<file path="config.mk">
export PLATFORM = sky130hd
export DESIGN_NAME = tmds_encoder
export DESIGN_NICKNAME = d
export VERILOG_FILES = /design/src/source/display_pkg.sv /design/src/source/tmds_encoder.sv
export SDC_FILE = /design/constraint.sdc
export NUM_CORES = 1
export LEC_CHECK = 0
export ABC_CLOCK_PERIOD_IN_PS = 6220
export BUFFER_PORTS_ARGS = -buffer_cell sky130_fd_sc_hd__clkbuf_2
export CAP_MARGIN = 10
export CORE_ASPECT_RATIO = 1.4
export CORE_MARGIN = 2
export CORE_UTILIZATION = 59
export DETAILED_ROUTE_END_ITERATION = 8
export PLACE_DENSITY = 0.81
export SYNTH_ARGS = -nofsm -noshare
export SYNTH_HDL_FRONTEND = slang
export SYNTH_SLANG_ARGS = --single-unit
</file>
<file path="constraint.sdc">
create_clock -name clk_pixel -period 6.22 [get_ports clk_pixel]
set_input_delay 0.311 -clock clk_pixel [delete_from_list [all_inputs] [get_ports clk_pixel]]
set_output_delay 0.311 -clock clk_pixel [all_outputs]
set_load 0.005 [all_outputs]
</file>
<file path="src/source/display_pkg.sv">
`default_nettype none

package display_pkg;

    // 720p60 horizontal timing, in pixels
    localparam int H_ACTIVE = 1280;
    localparam int H_FRONT = 110;
    localparam int H_SYNC = 40;
    localparam int H_BACK = 220;
    localparam int H_TOTAL = H_ACTIVE + H_FRONT + H_SYNC + H_BACK;

    // vertical timing, in lines
    localparam int V_ACTIVE = 720;
    localparam int V_FRONT = 5;
    localparam int V_SYNC = 5;
    localparam int V_BACK = 20;
    localparam int V_TOTAL = V_ACTIVE + V_FRONT + V_SYNC + V_BACK;

    localparam int H_COUNT_W = 11;
    localparam int V_COUNT_W = 10;

    // quarter-size buffer, upscaled 4x on readout
    localparam int FB_WIDTH = 320;
    localparam int FB_HEIGHT = 180;
    localparam int FB_DEPTH = FB_WIDTH * FB_HEIGHT;
    localparam int FB_ADDR_W = 16;
    localparam int FB_X_W = 9;
    localparam int FB_Y_W = 8;
    localparam int SCALE_SHIFT = 2;

    // rgb565 in, 8 bits per colour out
    localparam int PIXEL_W = 16;
    localparam int COLOR_W = 8;
    localparam int TMDS_W = 10;

    // count to colour, frame store pipeline depth
    localparam int READ_LATENCY = 3;

    // dvi control symbols, indexed by {c1, c0}
    localparam logic [TMDS_W-1:0] CTRL_00 = 10'b1101010100;
    localparam logic [TMDS_W-1:0] CTRL_01 = 10'b0010101011;
    localparam logic [TMDS_W-1:0] CTRL_10 = 10'b0101010100;
    localparam logic [TMDS_W-1:0] CTRL_11 = 10'b1010101011;

    typedef enum logic [1:0] {
        ACTIVE,
        FRONT_PORCH,
        SYNC,
        BACK_PORCH
    } timing_phase_t;

endpackage

`default_nettype wire

</file>
<file path="src/source/tmds_encoder.sv">
`timescale 1ns/1ps
`default_nettype none

module tmds_encoder (
    input  wire                                 clk_pixel,
    input  wire                                 arst_n,
    input  wire [display_pkg::COLOR_W-1:0]      video_data,
    input  wire [1:0]                           control,
    input  wire                                 video_enable,
    output logic [display_pkg::TMDS_W-1:0]      tmds
);

    // stage 1 transition minimised word, bit 8 set for xor
    logic [8:0]         q_m;
    logic [3:0]         data_ones;
    logic               use_xnor;

    // balance of q_m[7:0], ones minus zeros
    logic [3:0]         q_ones;
    logic [3:0]         q_zeros;
    logic signed [4:0]  q_diff;

    // running disparity, ones minus zeros sent so far
    logic signed [4:0]  disparity;
    logic signed [4:0]  disparity_next;
    logic [display_pkg::TMDS_W-1:0] symbol;

    function automatic logic [3:0] count_ones(input logic [7:0] bits);
        logic [3:0] total;
        total = '0;
        for (int i = 0; i < 8; i++) begin
            total = total + {3'b000, bits[i]};
        end
        return total;
    endfunction

    always_comb begin
        data_ones = count_ones(video_data);
        // xnor when the byte is ones-heavy, ties broken by bit 0
        use_xnor = (data_ones > 4'd4) || ((data_ones == 4'd4) && !video_data[0]);
        q_m[0] = video_data[0];
        for (int i = 1; i < 8; i++) begin
            q_m[i] = use_xnor ? ~(q_m[i-1] ^ video_data[i]) : (q_m[i-1] ^ video_data[i]);
        end
        q_m[8] = !use_xnor;
        q_ones = count_ones(q_m[7:0]);
        q_zeros = 4'd8 - q_ones;
        q_diff = $signed({1'b0, q_ones}) - $signed({1'b0, q_zeros});
    end

    // dc balance, invert the payload when it would grow the disparity
    always_comb begin
        if ((disparity == 5'sd0) || (q_ones == q_zeros)) begin
            symbol = {~q_m[8], q_m[8], q_m[8] ? q_m[7:0] : ~q_m[7:0]};
            disparity_next = q_m[8] ? disparity + q_diff : disparity - q_diff;
        end else if (((disparity > 5'sd0) && (q_ones > q_zeros)) ||
                     ((disparity < 5'sd0) && (q_zeros > q_ones))) begin
            symbol = {1'b1, q_m[8], ~q_m[7:0]};
            disparity_next = disparity + (q_m[8] ? 5'sd2 : 5'sd0) - q_diff;
        end else begin
            symbol = {1'b0, q_m[8], q_m[7:0]};
            disparity_next = disparity - (q_m[8] ? 5'sd0 : 5'sd2) + q_diff;
        end
    end

    always_ff @(posedge clk_pixel or negedge arst_n) begin
        if (!arst_n) begin
            tmds <= display_pkg::CTRL_00;
            disparity <= '0;
        end else if (video_enable) begin
            tmds <= symbol;
            disparity <= disparity_next;
        end else begin
            // blanking sends a control symbol and restarts the balance
            disparity <= '0;
            case (control)
                2'b00: tmds <= display_pkg::CTRL_00;
                2'b01: tmds <= display_pkg::CTRL_01;
                2'b10: tmds <= display_pkg::CTRL_10;
                default: tmds <= display_pkg::CTRL_11;
            endcase
        end
    end

endmodule

`default_nettype wire

</file>
==> metrics.yaml <==
synth:
  synth_edf_count: 0
  syn_area_mm2: 0.001909
  yosysTopAreaCell: "ha_1"
  yosysTopAreaCellShare: 0.1769
  yosysWarningCount: 0
  synth-seq-cells: 15
  ys_seq_area_frac: 0.1999
  synth.area.top_cells: "ha_1 (18%), dfrtp_1 (13%), fa_1 (13%), dfstp_2 (6.9%), inv_1 (6.9%)"
  ys_types: 42
  syn_inst: 197
  async_flop_share: 1.000
  synth_flop_cell: "dfrtp_1"
  synth_area_per_cell_um2: 9.692
  syn_nets: 249
detailed_routing:
  drc: 0
  viasPerCell: 5.510
  drt-wirelength-per-cell_um: 17.97
  wirelength_mm: 5.571
  dr.first_iter.drc_count: 56
  dr.pass1.iters: 4
  drtAntennaViolNets: 0
  vias: 1708
placed_design:
  port_buffers: 22
  hpwl_mm: 3.817
  placed_cells: 292
  gp_congestion: 0.8366
  placed_area_mm2: 0.002499
clock_network:
  clk_pin_slew_ns: 0.06
  cts_tree: "built"
  root_buffer: "clkbuf_8"
  cts_max_level: 1
  cts_max_path_buffers: 2
  cts_buffers: 3
  cts.sinks: 15
  clk_latency_ns: 0.24
die:
  initial_core_util: 0.6173
  dieArea_mm2: 0.003714
  coreArea_mm2: 0.003093
  ios: 23
  die_x_um: 52.08
  die_y_um: 71.31
  num_rows: 24
setup_path:
  critPathRequiredTime_ns: 6.39
  worst_path_max_delay_cell: "fa_1"
  cpMostUsedCell: "fa_1"
  arrival_ns: 7.69
  critPathMaxFanout: 3
  criticalPathCategory: "in -> reg"
  cp-end-kind: "flip-flop"
  slowest_delay_ns: 0.54
  start_kind: "primary input"
timing:
  slew_violations: 0
  worstMarginPinSlew_ns: 0.6215
  period_share: 1.209
  rsz0062_at_grt: "true"
  finClkSkew_ns: 0.001178
  setup_viol: 13
  finalHoldViolCount: 0
  min_period_ns: 7.522
  maxSlewHeadroom: 0.5825
  finalWorstSetupSlack_ns: -1.302
  max_freq_mhz: 133.0
finish:
  drive_gt1_frac: 0.4982
  nets: 324
  n_antenna_cell: 0
  design_area_mm2: 0.002830
  fin_cells: 310
  syn_to_final_growth_pct: 48.23
global_route:
  antenna_found_initial: 0
  grt_pass1_vias: 1912
  grt_overflow: 0
  grt_pass1_wl_mm: 8.204
  grt_max_degree: 17
  track_usage: 0.2940
outcome:
  violations: "setup timing"
  status: "complete, but fails checks"
hold_path:
  hold_class: "in -> reg"
run:
  maxCapViolations: 0
==> Yosys cell counts, drive strengths merged, types with 2 or more instances <==
library cell,n
a211oi,3
a21oi,12
and2,2
clkbuf,4
dfrtp,10
dfstp,5
fa,12
ha,27
inv,38
mux2i,5
nand2,5
nor2,6
nor2b,5
nor3,7
nor3b,2
o211ai,2
o21a,2
o21ai,4
or2,3
xnor2,17
xnor3,2
xor2,10
==> logic make-up after synthesis <==
kind of cell,Yosys count,share of synthesized area
DFF,15,0.1999
AOI/OAI and AO/OA,32,0.1081
adders and majority gates,39,0.3027
and+or+nand+nor,34,0.09567
buffers and inverters,42,0.08257
muxes,6,0.04063
xor gates and xnor gates,29,0.1704
==> final timing paths <==
path                                from           end  slack (ns)  cells after the start
setup / recovery           video_data[3]  disparity[4]       -1.30                     33
hold reg to reg             disparity[0]  disparity[0]        0.56                      1
hold / removal              video_enable       tmds[6]        0.45                      2
max in group asynchronous         arst_n       tmds[9]        5.41                      2
min in group asynchronous         arst_n  disparity[2]        0.51                      2
setup reg to reg            disparity[1]  disparity[4]        3.80                     10
==> layout make-up <==
| cell class | count | area (um^2) |
|---|---|---|
| timing repair buffer | 74 | 556.8 |
| tap | 39 | 48.80 |
| inverter | 38 | 157.7 |
| clock buffer | 4 | 45.04 |
| sequential | 15 | 381.6 |
| multi-input combinational | 140 | 1640 |
| fill | 115 | 262.8 |
==> routing by layer <==
metal,GRT usage,vias up,wire (um)
li1,-,784,-
met1,0.2746,855,1914
met2,0.5977,50,3272
met3,0.03333,19,172
met5,0,-,0
met4,0.1257,0,211
==> stage by stage <==
step | hold slack, ns | utilization | setup slack [ns] | TNS (ns)
floorplan | 0.01541 | - | -1.352 | -9.939
global placement | 0.2180 | 0.8078 | -1.546 | -14.30
detailed placement | 0.2295 | 0.8078 | -1.694 | -16.13
CTS | 0.4560 | 0.8835 | -1.240 | -10.84
global route | 0.4712 | 0.9150 | -1.533 | -14.03
finish | 0.4521 | 0.9150 | -1.302 | -11.42
==> registers in the layout, summed over array words and instances, names as in the netlist <==
name       count
tmds          10
disparity      5
==> worst max-delay path: cells and delay by family <==
kind,cells,cell delay [ns]
compound gates,5,0.83
xor+xnor,3,0.41
fa+ha+maj,13,4.95
buf+inv,8,0.50
mux,1,0.21
simple gates,3,0.46
==> placed cells by master, fill, tap and decap left out, drive strengths merged, types with 3 or more instances in the layout <==
cell type and instances:
xnor2 17, a21oi 12, mux2i 5, xor2 10
ha 27, a211oi 3, nand2 5, inv 38
o21ai 4, nor2b 5, nor3 7, or2 3
clkbuf 26, fa 12, dfrtp 10, dfstp 5
nor2 6, buf 51
==> timing repair <==
| action | in CTS | in global routing |
|---|---|---|
| setup endpoints to repair | 13 | 13 |
| pin swaps | 22 | 10 |
| setup buffers | 9 | 5 |
| resized for setup | 22 | 11 |
| hold endpoints to repair | 10 | 0 |
| hold buffers | 1 | 0 |
Power is not shown: default switching activity piles up to over one toggle a cycle in this logic, so the estimate is an artifact.
