`src/source/display_pkg.sv`:
```
`default_nettype none

package display_pkg;

    // 720p60 horizontal timing, in pixels
    localparam int H_ACTIVE = 1280;
    localparam int H_FRONT = 110;
    localparam int H_SYNC = 40;
    localparam int H_BACK = 220;
    localparam int H_TOTAL = H_ACTIVE + H_FRONT + H_SYNC + H_BACK;

    // vertical timing, in lines
    localparam int V_ACTIVE = 720;
    localparam int V_FRONT = 5;
    localparam int V_SYNC = 5;
    localparam int V_BACK = 20;
    localparam int V_TOTAL = V_ACTIVE + V_FRONT + V_SYNC + V_BACK;

    localparam int H_COUNT_W = 11;
    localparam int V_COUNT_W = 10;

    // quarter-size buffer, upscaled 4x on readout
    localparam int FB_WIDTH = 320;
    localparam int FB_HEIGHT = 180;
    localparam int FB_DEPTH = FB_WIDTH * FB_HEIGHT;
    localparam int FB_ADDR_W = 16;
    localparam int FB_X_W = 9;
    localparam int FB_Y_W = 8;
    localparam int SCALE_SHIFT = 2;

    // rgb565 in, 8 bits per colour out
    localparam int PIXEL_W = 16;
    localparam int COLOR_W = 8;
    localparam int TMDS_W = 10;

    // count to colour, frame store pipeline depth
    localparam int READ_LATENCY = 3;

    // dvi control symbols, indexed by {c1, c0}
    localparam logic [TMDS_W-1:0] CTRL_00 = 10'b1101010100;
    localparam logic [TMDS_W-1:0] CTRL_01 = 10'b0010101011;
    localparam logic [TMDS_W-1:0] CTRL_10 = 10'b0101010100;
    localparam logic [TMDS_W-1:0] CTRL_11 = 10'b1010101011;

    typedef enum logic [1:0] {
        ACTIVE,
        FRONT_PORCH,
        SYNC,
        BACK_PORCH
    } timing_phase_t;

endpackage

`default_nettype wire

```
`src/source/video_timing.sv`:
```
`timescale 1ns/1ps
`default_nettype none

module video_timing (
    input  wire                                 clk_pixel,
    input  wire                                 arst_n,
    output logic [display_pkg::H_COUNT_W-1:0]   h_count,
    output logic [display_pkg::V_COUNT_W-1:0]   v_count,
    output logic                                hsync_d,
    output logic                                vsync_d,
    output logic                                active_d
);

    // low for the first edge after reset so the counts hold 0 there
    logic                               running;
    logic [display_pkg::H_COUNT_W-1:0]  h_next;
    logic [display_pkg::V_COUNT_W-1:0]  v_next;
    display_pkg::timing_phase_t         h_phase;
    display_pkg::timing_phase_t         v_phase;

    // registered alongside the counts
    logic                               hsync_r;
    logic                               vsync_r;
    logic                               active_r;

    // align with frame store read latency
    logic [display_pkg::READ_LATENCY-1:0] hsync_dly;
    logic [display_pkg::READ_LATENCY-1:0] vsync_dly;
    logic [display_pkg::READ_LATENCY-1:0] active_dly;

    // position within one axis: active, front porch, sync, then back porch
    function automatic display_pkg::timing_phase_t classify(
        input int unsigned pos,
        input int unsigned active,
        input int unsigned front,
        input int unsigned sync
    );
        display_pkg::timing_phase_t phase;
        if (pos < active) begin
            phase = display_pkg::ACTIVE;
        end else if (pos < active + front) begin
            phase = display_pkg::FRONT_PORCH;
        end else if (pos < active + front + sync) begin
            phase = display_pkg::SYNC;
        end else begin
            phase = display_pkg::BACK_PORCH;
        end
        return phase;
    endfunction

    // next position, wraps at line and frame end
    always_comb begin
        h_next = h_count;
        v_next = v_count;
        if (running) begin
            if (h_count == display_pkg::H_TOTAL - 1) begin
                h_next = '0;
                if (v_count == display_pkg::V_TOTAL - 1) begin
                    v_next = '0;
                end else begin
                    v_next = v_count + 1'b1;
                end
            end else begin
                h_next = h_count + 1'b1;
            end
        end
    end

    // classify the upcoming position so flags land with the counts
    always_comb begin
        h_phase = classify(h_next, display_pkg::H_ACTIVE, display_pkg::H_FRONT,
                           display_pkg::H_SYNC);
        v_phase = classify(v_next, display_pkg::V_ACTIVE, display_pkg::V_FRONT,
                           display_pkg::V_SYNC);
    end

    always_ff @(posedge clk_pixel or negedge arst_n) begin
        if (!arst_n) begin
            running <= 1'b0;
            h_count <= '0;
            v_count <= '0;
            hsync_r <= 1'b0;
            vsync_r <= 1'b0;
            active_r <= 1'b0;
            hsync_dly <= '0;
            vsync_dly <= '0;
            active_dly <= '0;
        end else begin
            running <= 1'b1;
            h_count <= h_next;
            v_count <= v_next;
            // positive sync polarity for 720p
            hsync_r <= (h_phase == display_pkg::SYNC);
            vsync_r <= (v_phase == display_pkg::SYNC);
            active_r <= (h_phase == display_pkg::ACTIVE) && (v_phase == display_pkg::ACTIVE);
            hsync_dly <= {hsync_dly[display_pkg::READ_LATENCY-2:0], hsync_r};
            vsync_dly <= {vsync_dly[display_pkg::READ_LATENCY-2:0], vsync_r};
            active_dly <= {active_dly[display_pkg::READ_LATENCY-2:0], active_r};
        end
    end

    assign hsync_d = hsync_dly[display_pkg::READ_LATENCY-1];
    assign vsync_d = vsync_dly[display_pkg::READ_LATENCY-1];
    assign active_d = active_dly[display_pkg::READ_LATENCY-1];

endmodule

`default_nettype wire

```
`config.mk`:
```
export PLATFORM = sky130hd
export DESIGN_NAME = video_timing
export DESIGN_NICKNAME = d
export VERILOG_FILES = /design/src/source/display_pkg.sv /design/src/source/video_timing.sv
export SDC_FILE = /design/constraint.sdc
export NUM_CORES = 1
export LEC_CHECK = 0
export BUFFER_PORTS_ARGS = -buffer_cell sky130_fd_sc_hd__buf_4
export CAP_MARGIN = 20
export CORE_ASPECT_RATIO = 0.7
export CORE_MARGIN = 2
export CORE_UTILIZATION = 33
export DETAILED_ROUTE_END_ITERATION = 6
export GPL_TIMING_DRIVEN = 0
export MAX_ROUTING_LAYER = met4
export PLACE_DENSITY = 0.51
export SETUP_SLACK_MARGIN = 0.5
export SKIP_CTS_REPAIR_TIMING = 1
export SLEW_MARGIN = 0
export SYNTH_ARGS = -nofsm -noshare
export SYNTH_HDL_FRONTEND = slang
export SYNTH_SLANG_ARGS = --single-unit
```
`constraint.sdc`:
```
create_clock -name clk_pixel -period 4.43 [get_ports clk_pixel]
set_clock_uncertainty 0.1 [all_clocks]
set_input_delay 0.6645 -clock clk_pixel [delete_from_list [all_inputs] [get_ports clk_pixel]]
set_output_delay 0.6645 -clock clk_pixel [all_outputs]
set_load 0.03 [all_outputs]
```
==> results of run 1 <==
-- cell type report --
class                      instances  area (sq um)  area share [%]
inverter                          11          41.3            1.88
multi-input combinational        124           852            38.7
timing repair buffer              25           188            8.52
buffer                             6          42.5            1.93
clock buffer                       5          68.8            3.13
tap                               72          90.1            4.09
clock inverter                     3          68.8            3.13
sequential                        34           851            38.6
-- sequential cells by signal, summed over array words and instances (netlist names) --
register / flops
hsync_r: 1
running: 1
vsync_dly: 3
hsync_dly: 3
active_dly: 3
vsync_r: 1
h_count: 11
active_r: 1
v_count: 10
-- metrics by stage --
stage / total power [mW] / std cells / worst slack, ns / utilization, %
floorplan: 0.548 / 175 / 2.14 / -
global placement: 0.624 / 272 / 1.96 / 39.5
global route: 1.03 / 280 / 1.68 / 42.1
CTS: 0.984 / 280 / 1.89 / 42.1
detailed placement: 0.633 / 272 / 1.91 / 39.5
finish: 0.974 / 280 / 1.89 / 42.1
-- metal layers --
layer / vias up / global-route usage (%) / routed length [um]
li1: 705 / - / -
met1: 718 / 21.5 / 2160
met2: 28 / 22.1 / 1740
met3: 2 / 3.90 / 164
met4: 0 / 3.92 / 18
met5: - / - / 0
-- cell usage after synthesis (all sizes together) (2+ instances only) --
library cell	count
a21o	5
a21oi	5
a31oi	3
and2	5
and3	7
and4	2
and4b	3
buf	5
dfrtp	34
ha	4
inv	11
nand2	12
nand2b	2
nand3	6
nand4	5
nor2	9
nor3	7
o211ai	2
o21ai	10
o22ai	2
or4	2
xnor2	6
xor2	3
-- report_power, final --
group	switching [mW]	leakage [nW]	internal, mW	total (mW)
clock network	0.122	0.0683	0.226	0.347
logic	0.146	0.531	0.0998	0.246
registers	0.0437	0.442	0.337	0.381
-- worst max-delay path, delay by kind of cell (launching register included) --
kind / cells / cell delay, ns
buffers and inverters: 1 / 0.10
adder cells (fa/ha/maj): 1 / 0.16
AO/OA/AOI/OAI: 3 / 0.79
AND/OR/NAND/NOR: 3 / 0.85
flip-flops: 1 / 0.43
-- logic make-up (layout without fill, tap and decap cells) --
logic type | Yosys count | in the layout | synth area share (%)
AOI/OAI and AO/OA | 42 | 42 | 17.4
xor gates and xnor gates | 9 | 9 | 4.41
adders and majority gates | 4 | 4 | 2.80
buffers and inverters | 17 | 50 | 4.69
DFF | 34 | 34 | 47.6
muxes | 1 | 1 | 0.630
other | 1 | 1 | 0.210
and+or+nand+nor | 67 | 67 | 22.3
-- cells in the final DEF, fill, tap and decap left out, types with 4 or more instances in the layout --
cell type	Yosys	routed
a21o_1	4	4
a21oi_1	5	5
and2_1	4	4
and3_1	6	6
buf_4	3	28
clkbuf_8	0	5
dfrtp_1	34	34
ha_1	4	4
inv_1	11	11
nand2_1	12	12
nand3_1	6	6
nand4_1	5	5
nor2_1	8	8
nor3_1	7	7
o21ai_0	10	10
xnor2_1	6	6
-- how the worst min path moves through the flow --
stage,from,endpoint,slack (ns),cells after the start
floorplan,active_r$_DFF_PN0_,active_dly[0]$_DFF_PN0_,0.23,0
global placement,hsync_dly[0]$_DFF_PN0_,hsync_dly[1]$_DFF_PN0_,0.23,0
detailed placement,active_dly[0]$_DFF_PN0_,active_dly[1]$_DFF_PN0_,0.23,0
CTS,arst_n,h_count[6]$_DFF_PN0_,0.24,1
global route,arst_n,h_count[6]$_DFF_PN0_,0.25,1
finish,arst_n,h_count[6]$_DFF_PN0_,0.22,1
==> metrics.md, run 1 <==
| Metric | Value |
|---|---|
| Final-layout setup total negative slack | `0 ns` |
| Leakage power | `1.04 nW` |
| End of the worst register-to-register path | `active_r$_DFF_PN0_` |
| Top cell type's share of synthesized area | `between 40 and 50%` |
| Area added between synthesis and finish | `23.2%` |
| Number of sinks handled by clock tree synthesis | `34` |
| Total grt overflow | `0` |
| Final setup violation count | `0` |
| Number of standard-cell rows in the floorplan | `22` |
| Top_reg_cell synth | `dfrtp_1` |
| Achievable frequency | `0.394 GHz` |
| Crit path cell chain | `inv_1, ha_1, nor4b_4, nand4_1, o41ai_2, o31ai_2, and4b_1, a221oi_2` |
| Maximum buffer depth of the clock tree | `2` |
| CP startpoint | `h_count[1]$_DFF_PN0_` |
| Number of antenna cells inserted | `0` |
| Worst skew pair latency | `just under 0.3 ns` |
| Total Routing Usage GR | `15.3%` |
| Fin. Hold Viols | `0` |
| Required time reported for the critical path endpoint | `4.51 ns` |
| Detailed Place HPWL | `2980 um` |
| Routed len/inst | `between 10 and 15 um` |
| RSZ-0062 raised after global routing | `false` |
| Cell area after synthesis | `0.00179 sq mm` |
| Average cell area after synthesis | `10.2 sq um` |
| Overall routed net length | `4080 um` |
| Residual DRC | `0` |
| Overall die height | `around 66 um` |
| Number of DRC markers after the initial detailed-route iteration | `147` |
| End point of the critical path | `active_r$_DFF_PN0_` |
| Die width | `91.9 um` |
| Time the worst path needs with I/O delays and setup | `2.54 ns` |
| CTS H-tree depth | `2` |
| Part of the cycle the worst path needs | `57.3%` |
| Maximum number of pins on one net before global-route repair | `35` |
| Class of the worst hold path | `input pin to asynchronous set/reset pin` |
| Synthesis warning total | `0` |
| Element type at the critical path start | `flop` |
| Core Region | `around 0.0052 sq mm` |
| Status | `finished clean` |
| Number of enable flip-flop cells after synthesis | `0` |
| Vias in the first global route | `1395` |
| Post-Place Cell Area | `between 0.002 and 0.0025 sq mm` |
| Number of search-and-repair iterations in the first detailed-routing pass | `4` |
| # port buffers | `25` |
| Critical path peak fanout | `6` |
| Final Instance Area | `0.00220 sq mm` |
| Initial standard-cell utilization of the core | `between 30% and 40%` |
| IR Drop Worst-Case VDD | `roughly 160 uV` |
| Number of cells on the worst reg-to-reg path | `8` |
| Worst setup slack for register-to-register paths | `between 1.5 and 2 ns` |
| Max Slew Vio Count | `0` |
| Total power per unit cell area | `about 440 mW/mm^2` |
| Endpoint arrival time on the critical path | `between 2 and 3 ns` |
| Cell with the largest stage delay on the worst path | `dfrtp_1` |
| Mean number of vias per cell | `5.19` |
| Delay of the slowest cell on the worst path | `0.43 ns` |
| I/O Pins | `26` |
| Nets@finish | `213` |
| Share of post-route cells with drive strength above 1 | `between 20 and 25%` |
| Fill cell instance count of the final layout | `552` |
| Netlist cell types | `54` |
| Total of flip-flops plus latches after synthesis | `34` |
| Cells after Synth | `175` |
| Post-route ant nets | `0` |
| Async SR Flop Fraction | `100%` |
| DIE AREA | `0.00603 sq mm` |
| Synth area leader | `dfrtp_1` |
| Global placer's final weighted congestion | `0.791` |
| Number of buffers created by CTS | `5` |
| MaxCap Viol Count | `0` |
| Clk Tree Root Cell | `clkbuf_8` |
| Post-CTS clock slew at the launch and capture registers of the worst setup and hold paths | `0.07 ns` |
| Post-Synthesis Net Count | `181` |
| Number of antenna violations at the first check in global routing | `0` |
| Vias | `about 1500` |
| Critical path capture point type | `flop` |
| Biggest area contributors in the synthesized netlist | `dfrtp_1 (48%), xnor2_1 (2.9%), ha_1 (2.8%)` |
| Crit Reg-Reg Startpoint | `h_count[1]$_DFF_PN0_` |
| CTS tree | `done` |
| Sequential-to-total area share from yosys stat | `47.6%` |
| Crit Path Category | `flop to flop` |
| First-pass GRT wire length | `6990 um` |
| Smallest hold slack | `around 0.22 ns` |
No activity file was read; power rests on OpenSTA's default activity.
==> run 2, diff against run 1 <==
Settings changed: ABC_AREA set to 1, PLACE_DENSITY 0.51 to 0.52.
Clock period 4.43 ns to 2.07 ns, I/O delays scaled along.
==> run 2 against run 1 <==
Sequential share of layout area decreased by 7.8 points; cell area increased by 27%; critical path depth increased by 5; maximum frequency increased by 27%; critical path type unchanged; largest cell class unchanged.
==> metrics.md, run 2 <==
| Metric | Value |
|---|---|
| Overall routed net length | `5040 um` |
| Synth top cells by count | `nand2_1 (66), inv_1 (50), dfrtp_1 (34)` |
| Average cell area after synthesis | `7.25 sq um` |
| I/O Pins | `26` |
| Vias in the first global route | `approximately 1500` |
| Largest regs | `h_count: 11 flops, v_count: 10 flops` |
| Global placer's final weighted congestion | `0.855` |
| Post-route ant nets | `0` |
| Class of the worst hold path | `flop to flop` |
| Number of cells on the worst reg-to-reg path | `13` |
| Final setup violation count | `0` |
| Total of flip-flops plus latches after synthesis | `34` |
| Top_reg_cell synth | `dfrtp_1` |
| End of the worst register-to-register path | `vsync_r$_DFF_PN0_` |
| Biggest area contributors in the synthesized netlist | `dfrtp_1 (43%), nand2_1 (13%), inv_1 (9.5%)` |
| Netlist cell types | `29` |
| Worst setup slack for register-to-register paths | `a little under 0.07 ns` |
| Highest metal layer with signal wires | `met4` |
| Part of the cycle the worst path needs | `96.7%` |
| Synth area leader | `dfrtp_1` |
| Most frequent cells in the layout | `nand2_1 (55), inv_1 (42), buf_4 (41)` |
| Die width | `96.5 um` |
| Total grt overflow | `0` |
| Synthesis warning total | `0` |
| Smallest hold slack | `between 0.2 and 0.3 ns` |
| Number of DRC markers after the initial detailed-route iteration | `98` |
| Worst skew pair latency | `0.29 ns` |
| Most common cell after layout, fill and taps aside | `nand2_1` |
| Library cell with the highest instance count after synthesis | `nand2_1` |
| Crit path cell chain | `inv_2, ha_4, nand2_2, nor2_4, nand4_1, buf_4, nand2_2, nand2_2, nor2_1, nor2_1, nor2_1, nand2_1, nor2_2` |
| Number of search-and-repair iterations in the first detailed-routing pass | `4` |
| Number of sinks handled by clock tree synthesis | `34` |
| Number of standard-cell rows in the floorplan | `23` |
| Nets@finish | `332` |
| Async SR Flop Fraction | `100%` |
| Time the worst path needs with I/O delays and setup | `2.00 ns` |
| Endpoint arrival time on the critical path | `2.12 ns` |
| Achievable frequency | `0.500 GHz` |
| CP startpoint | `h_count[1]$_DFF_PN0_` |
| Tot Pwr | `2.35 mW` |
| Metal1 wirelength | `2760 um` |
| Number of buffers created by CTS | `5` |
| Crit path buffers/inverters | `2` |
| Fin. Hold Viols | `0` |
| Startpoint of the most critical hold path | `vsync_r$_DFF_PN0_` |
| Crit Path Category | `flop to flop` |
| Delay of the slowest cell on the worst path | `around 0.44 ns` |
| Area added between synthesis and finish | `41.0%` |
| Cells after Synth | `273` |
| Dominant delay contributor by cell family on the critical path | `simple AND/OR/NAND/NOR gates` |
| Critical path peak fanout | `5` |
| Wire length on met2 | `1970 um` |
| RSZ-0062 raised after global routing | `true` |
| DIE AREA | `around 0.0066 sq mm` |
| Number of antenna cells inserted | `0` |
| Final Instance Area | `0.00279 sq mm` |
| Post-Route Utilization | `roughly half` |
| Max Slew Vio Count | `0` |
| Initial standard-cell utilization of the core | `34.4%` |
| Crit Reg-Reg Startpoint | `h_count[1]$_DFF_PN0_` |
| Sequential-to-total area share from yosys stat | `43.0%` |
| IR Drop Worst-Case VDD | `326 uV` |
| Overall die height | `68.8 um` |
| Wire length on met3 | `258 um` |
| First-pass GRT wire length | `7650 um` |
| Critical path capture point type | `flop` |
| Clk Tree Root Cell | `clkbuf_8` |
| Cell with the largest stage delay on the worst path | `dfrtp_2` |
| Share of post-route cells with drive strength above 1 | `38.5%` |
| # port buffers | `25` |
| Number of antenna violations at the first check in global routing | `0` |
| Total Routing Usage GR | `16.2%` |
| Post-Place Cell Area | `0.00228 sq mm` |
| Number of enable flip-flop cells after synthesis | `0` |
| Residual DRC | `0` |
| Core Region | `0.00576 sq mm` |
| Total power per unit cell area | `843 mW/mm^2` |
| Post-Synthesis Net Count | `279` |
| Element type at the critical path start | `flop` |
| Leakage power | `roughly 1.4 nW` |
| End point of the critical path | `vsync_r$_DFF_PN0_` |
| Detailed Place HPWL | `3530 um` |
| Max reg flops | `11` |
| Routed len/inst | `12.5 um` |
| CTS H-tree depth | `2` |
| Status | `finished clean` |
| Post-CTS clock slew at the launch and capture registers of the worst setup and hold paths | `roughly 0.070 ns` |
| Mean number of vias per cell | `4.56` |
| Required time reported for the critical path endpoint | `2.19 ns` |
| Register with the highest flop count | `h_count` |
| Vias | `1833` |
| MaxCap Viol Count | `0` |
| Cell area after synthesis | `0.00198 sq mm` |
| Maximum number of pins on one net before global-route repair | `35` |
| CTS tree | `done` |
| Maximum buffer depth of the clock tree | `2` |
| Top cell type's share of synthesized area | `43.0%` |
| Instance count on the critical path | `13` |
-- run 2: cell types whose count changed in the layout (fill, tap and decap cells not counted), moves of 7 or more --
cell	before	now
nand2_1	12	55
inv_1	11	42
nor2_1	8	25
nand3_1	6	21
nand2_2	0	14
buf_4	28	41
inv_2	0	11
nand4_1	5	13
dfrtp_1	34	27
dfrtp_2	0	7
nor3_1	7	0
-- run 2: logic make-up after synthesis --
logic type | synth area share, %
fa+ha+maj | 2.53
flops | 43.0
xor+xnor | 0.886
other cells | 0.190
buf+inv | 11.1
simple gates | 38.4
compound gates | 3.86
-- run 2: final cells by class --
cell class,count,area (sq um)
buffer,3,16.3
clock buffer,6,82.6
clock inverter,2,60.1
fill,558,2970
inverter,55,213
multi-input combinational,181,1100
sequential,34,860
tap,75,93.8
timing repair buffer,46,363
-- run 2: worst min-delay path by stage --
stage	to	depth (start not counted)	slack, ns
6_report	vsync_dly[0]$_DFF_PN0_	0	0.25
5_1_grt	hsync_dly[2]$_DFF_PN0_	0	0.26
4_1_cts	v_count[8]$_DFF_PN0_	1	-0.13
3_5_place_dp	hsync_dly[2]$_DFF_PN0_	1	0.19
3_3_place_gp	hsync_dly[1]$_DFF_PN0_	1	0.19
2_1_floorplan	active_dly[0]$_DFF_PN0_	0	-0.09
-- run 2: report_power, final --
part | internal, mW | leakage, nW | switching, mW
registers | 0.728 | 0.427 | 0.105
logic | 0.286 | 0.928 | 0.460
clock network | 0.514 | 0.0714 | 0.258
-- run 2: metrics by stage --
step                      setup TNS, ns  setup slack (ns)  cells
after CTS                       -0.0365           -0.0186    381
final                                 0            0.0688    402
after floorplan                       0             0.149    273
after global placement          -0.0506           -0.0393    373
after detailed placement              0          0.000973    373
after global routing            -0.0925           -0.0560    402
-- run 2: metal layers --
layer	vias to the layer above	global-route usage, %
li1	956	-
met1	826	25.4
met2	44	19.6
met3	7	4.02
met4	0	4.75
met5	-	-
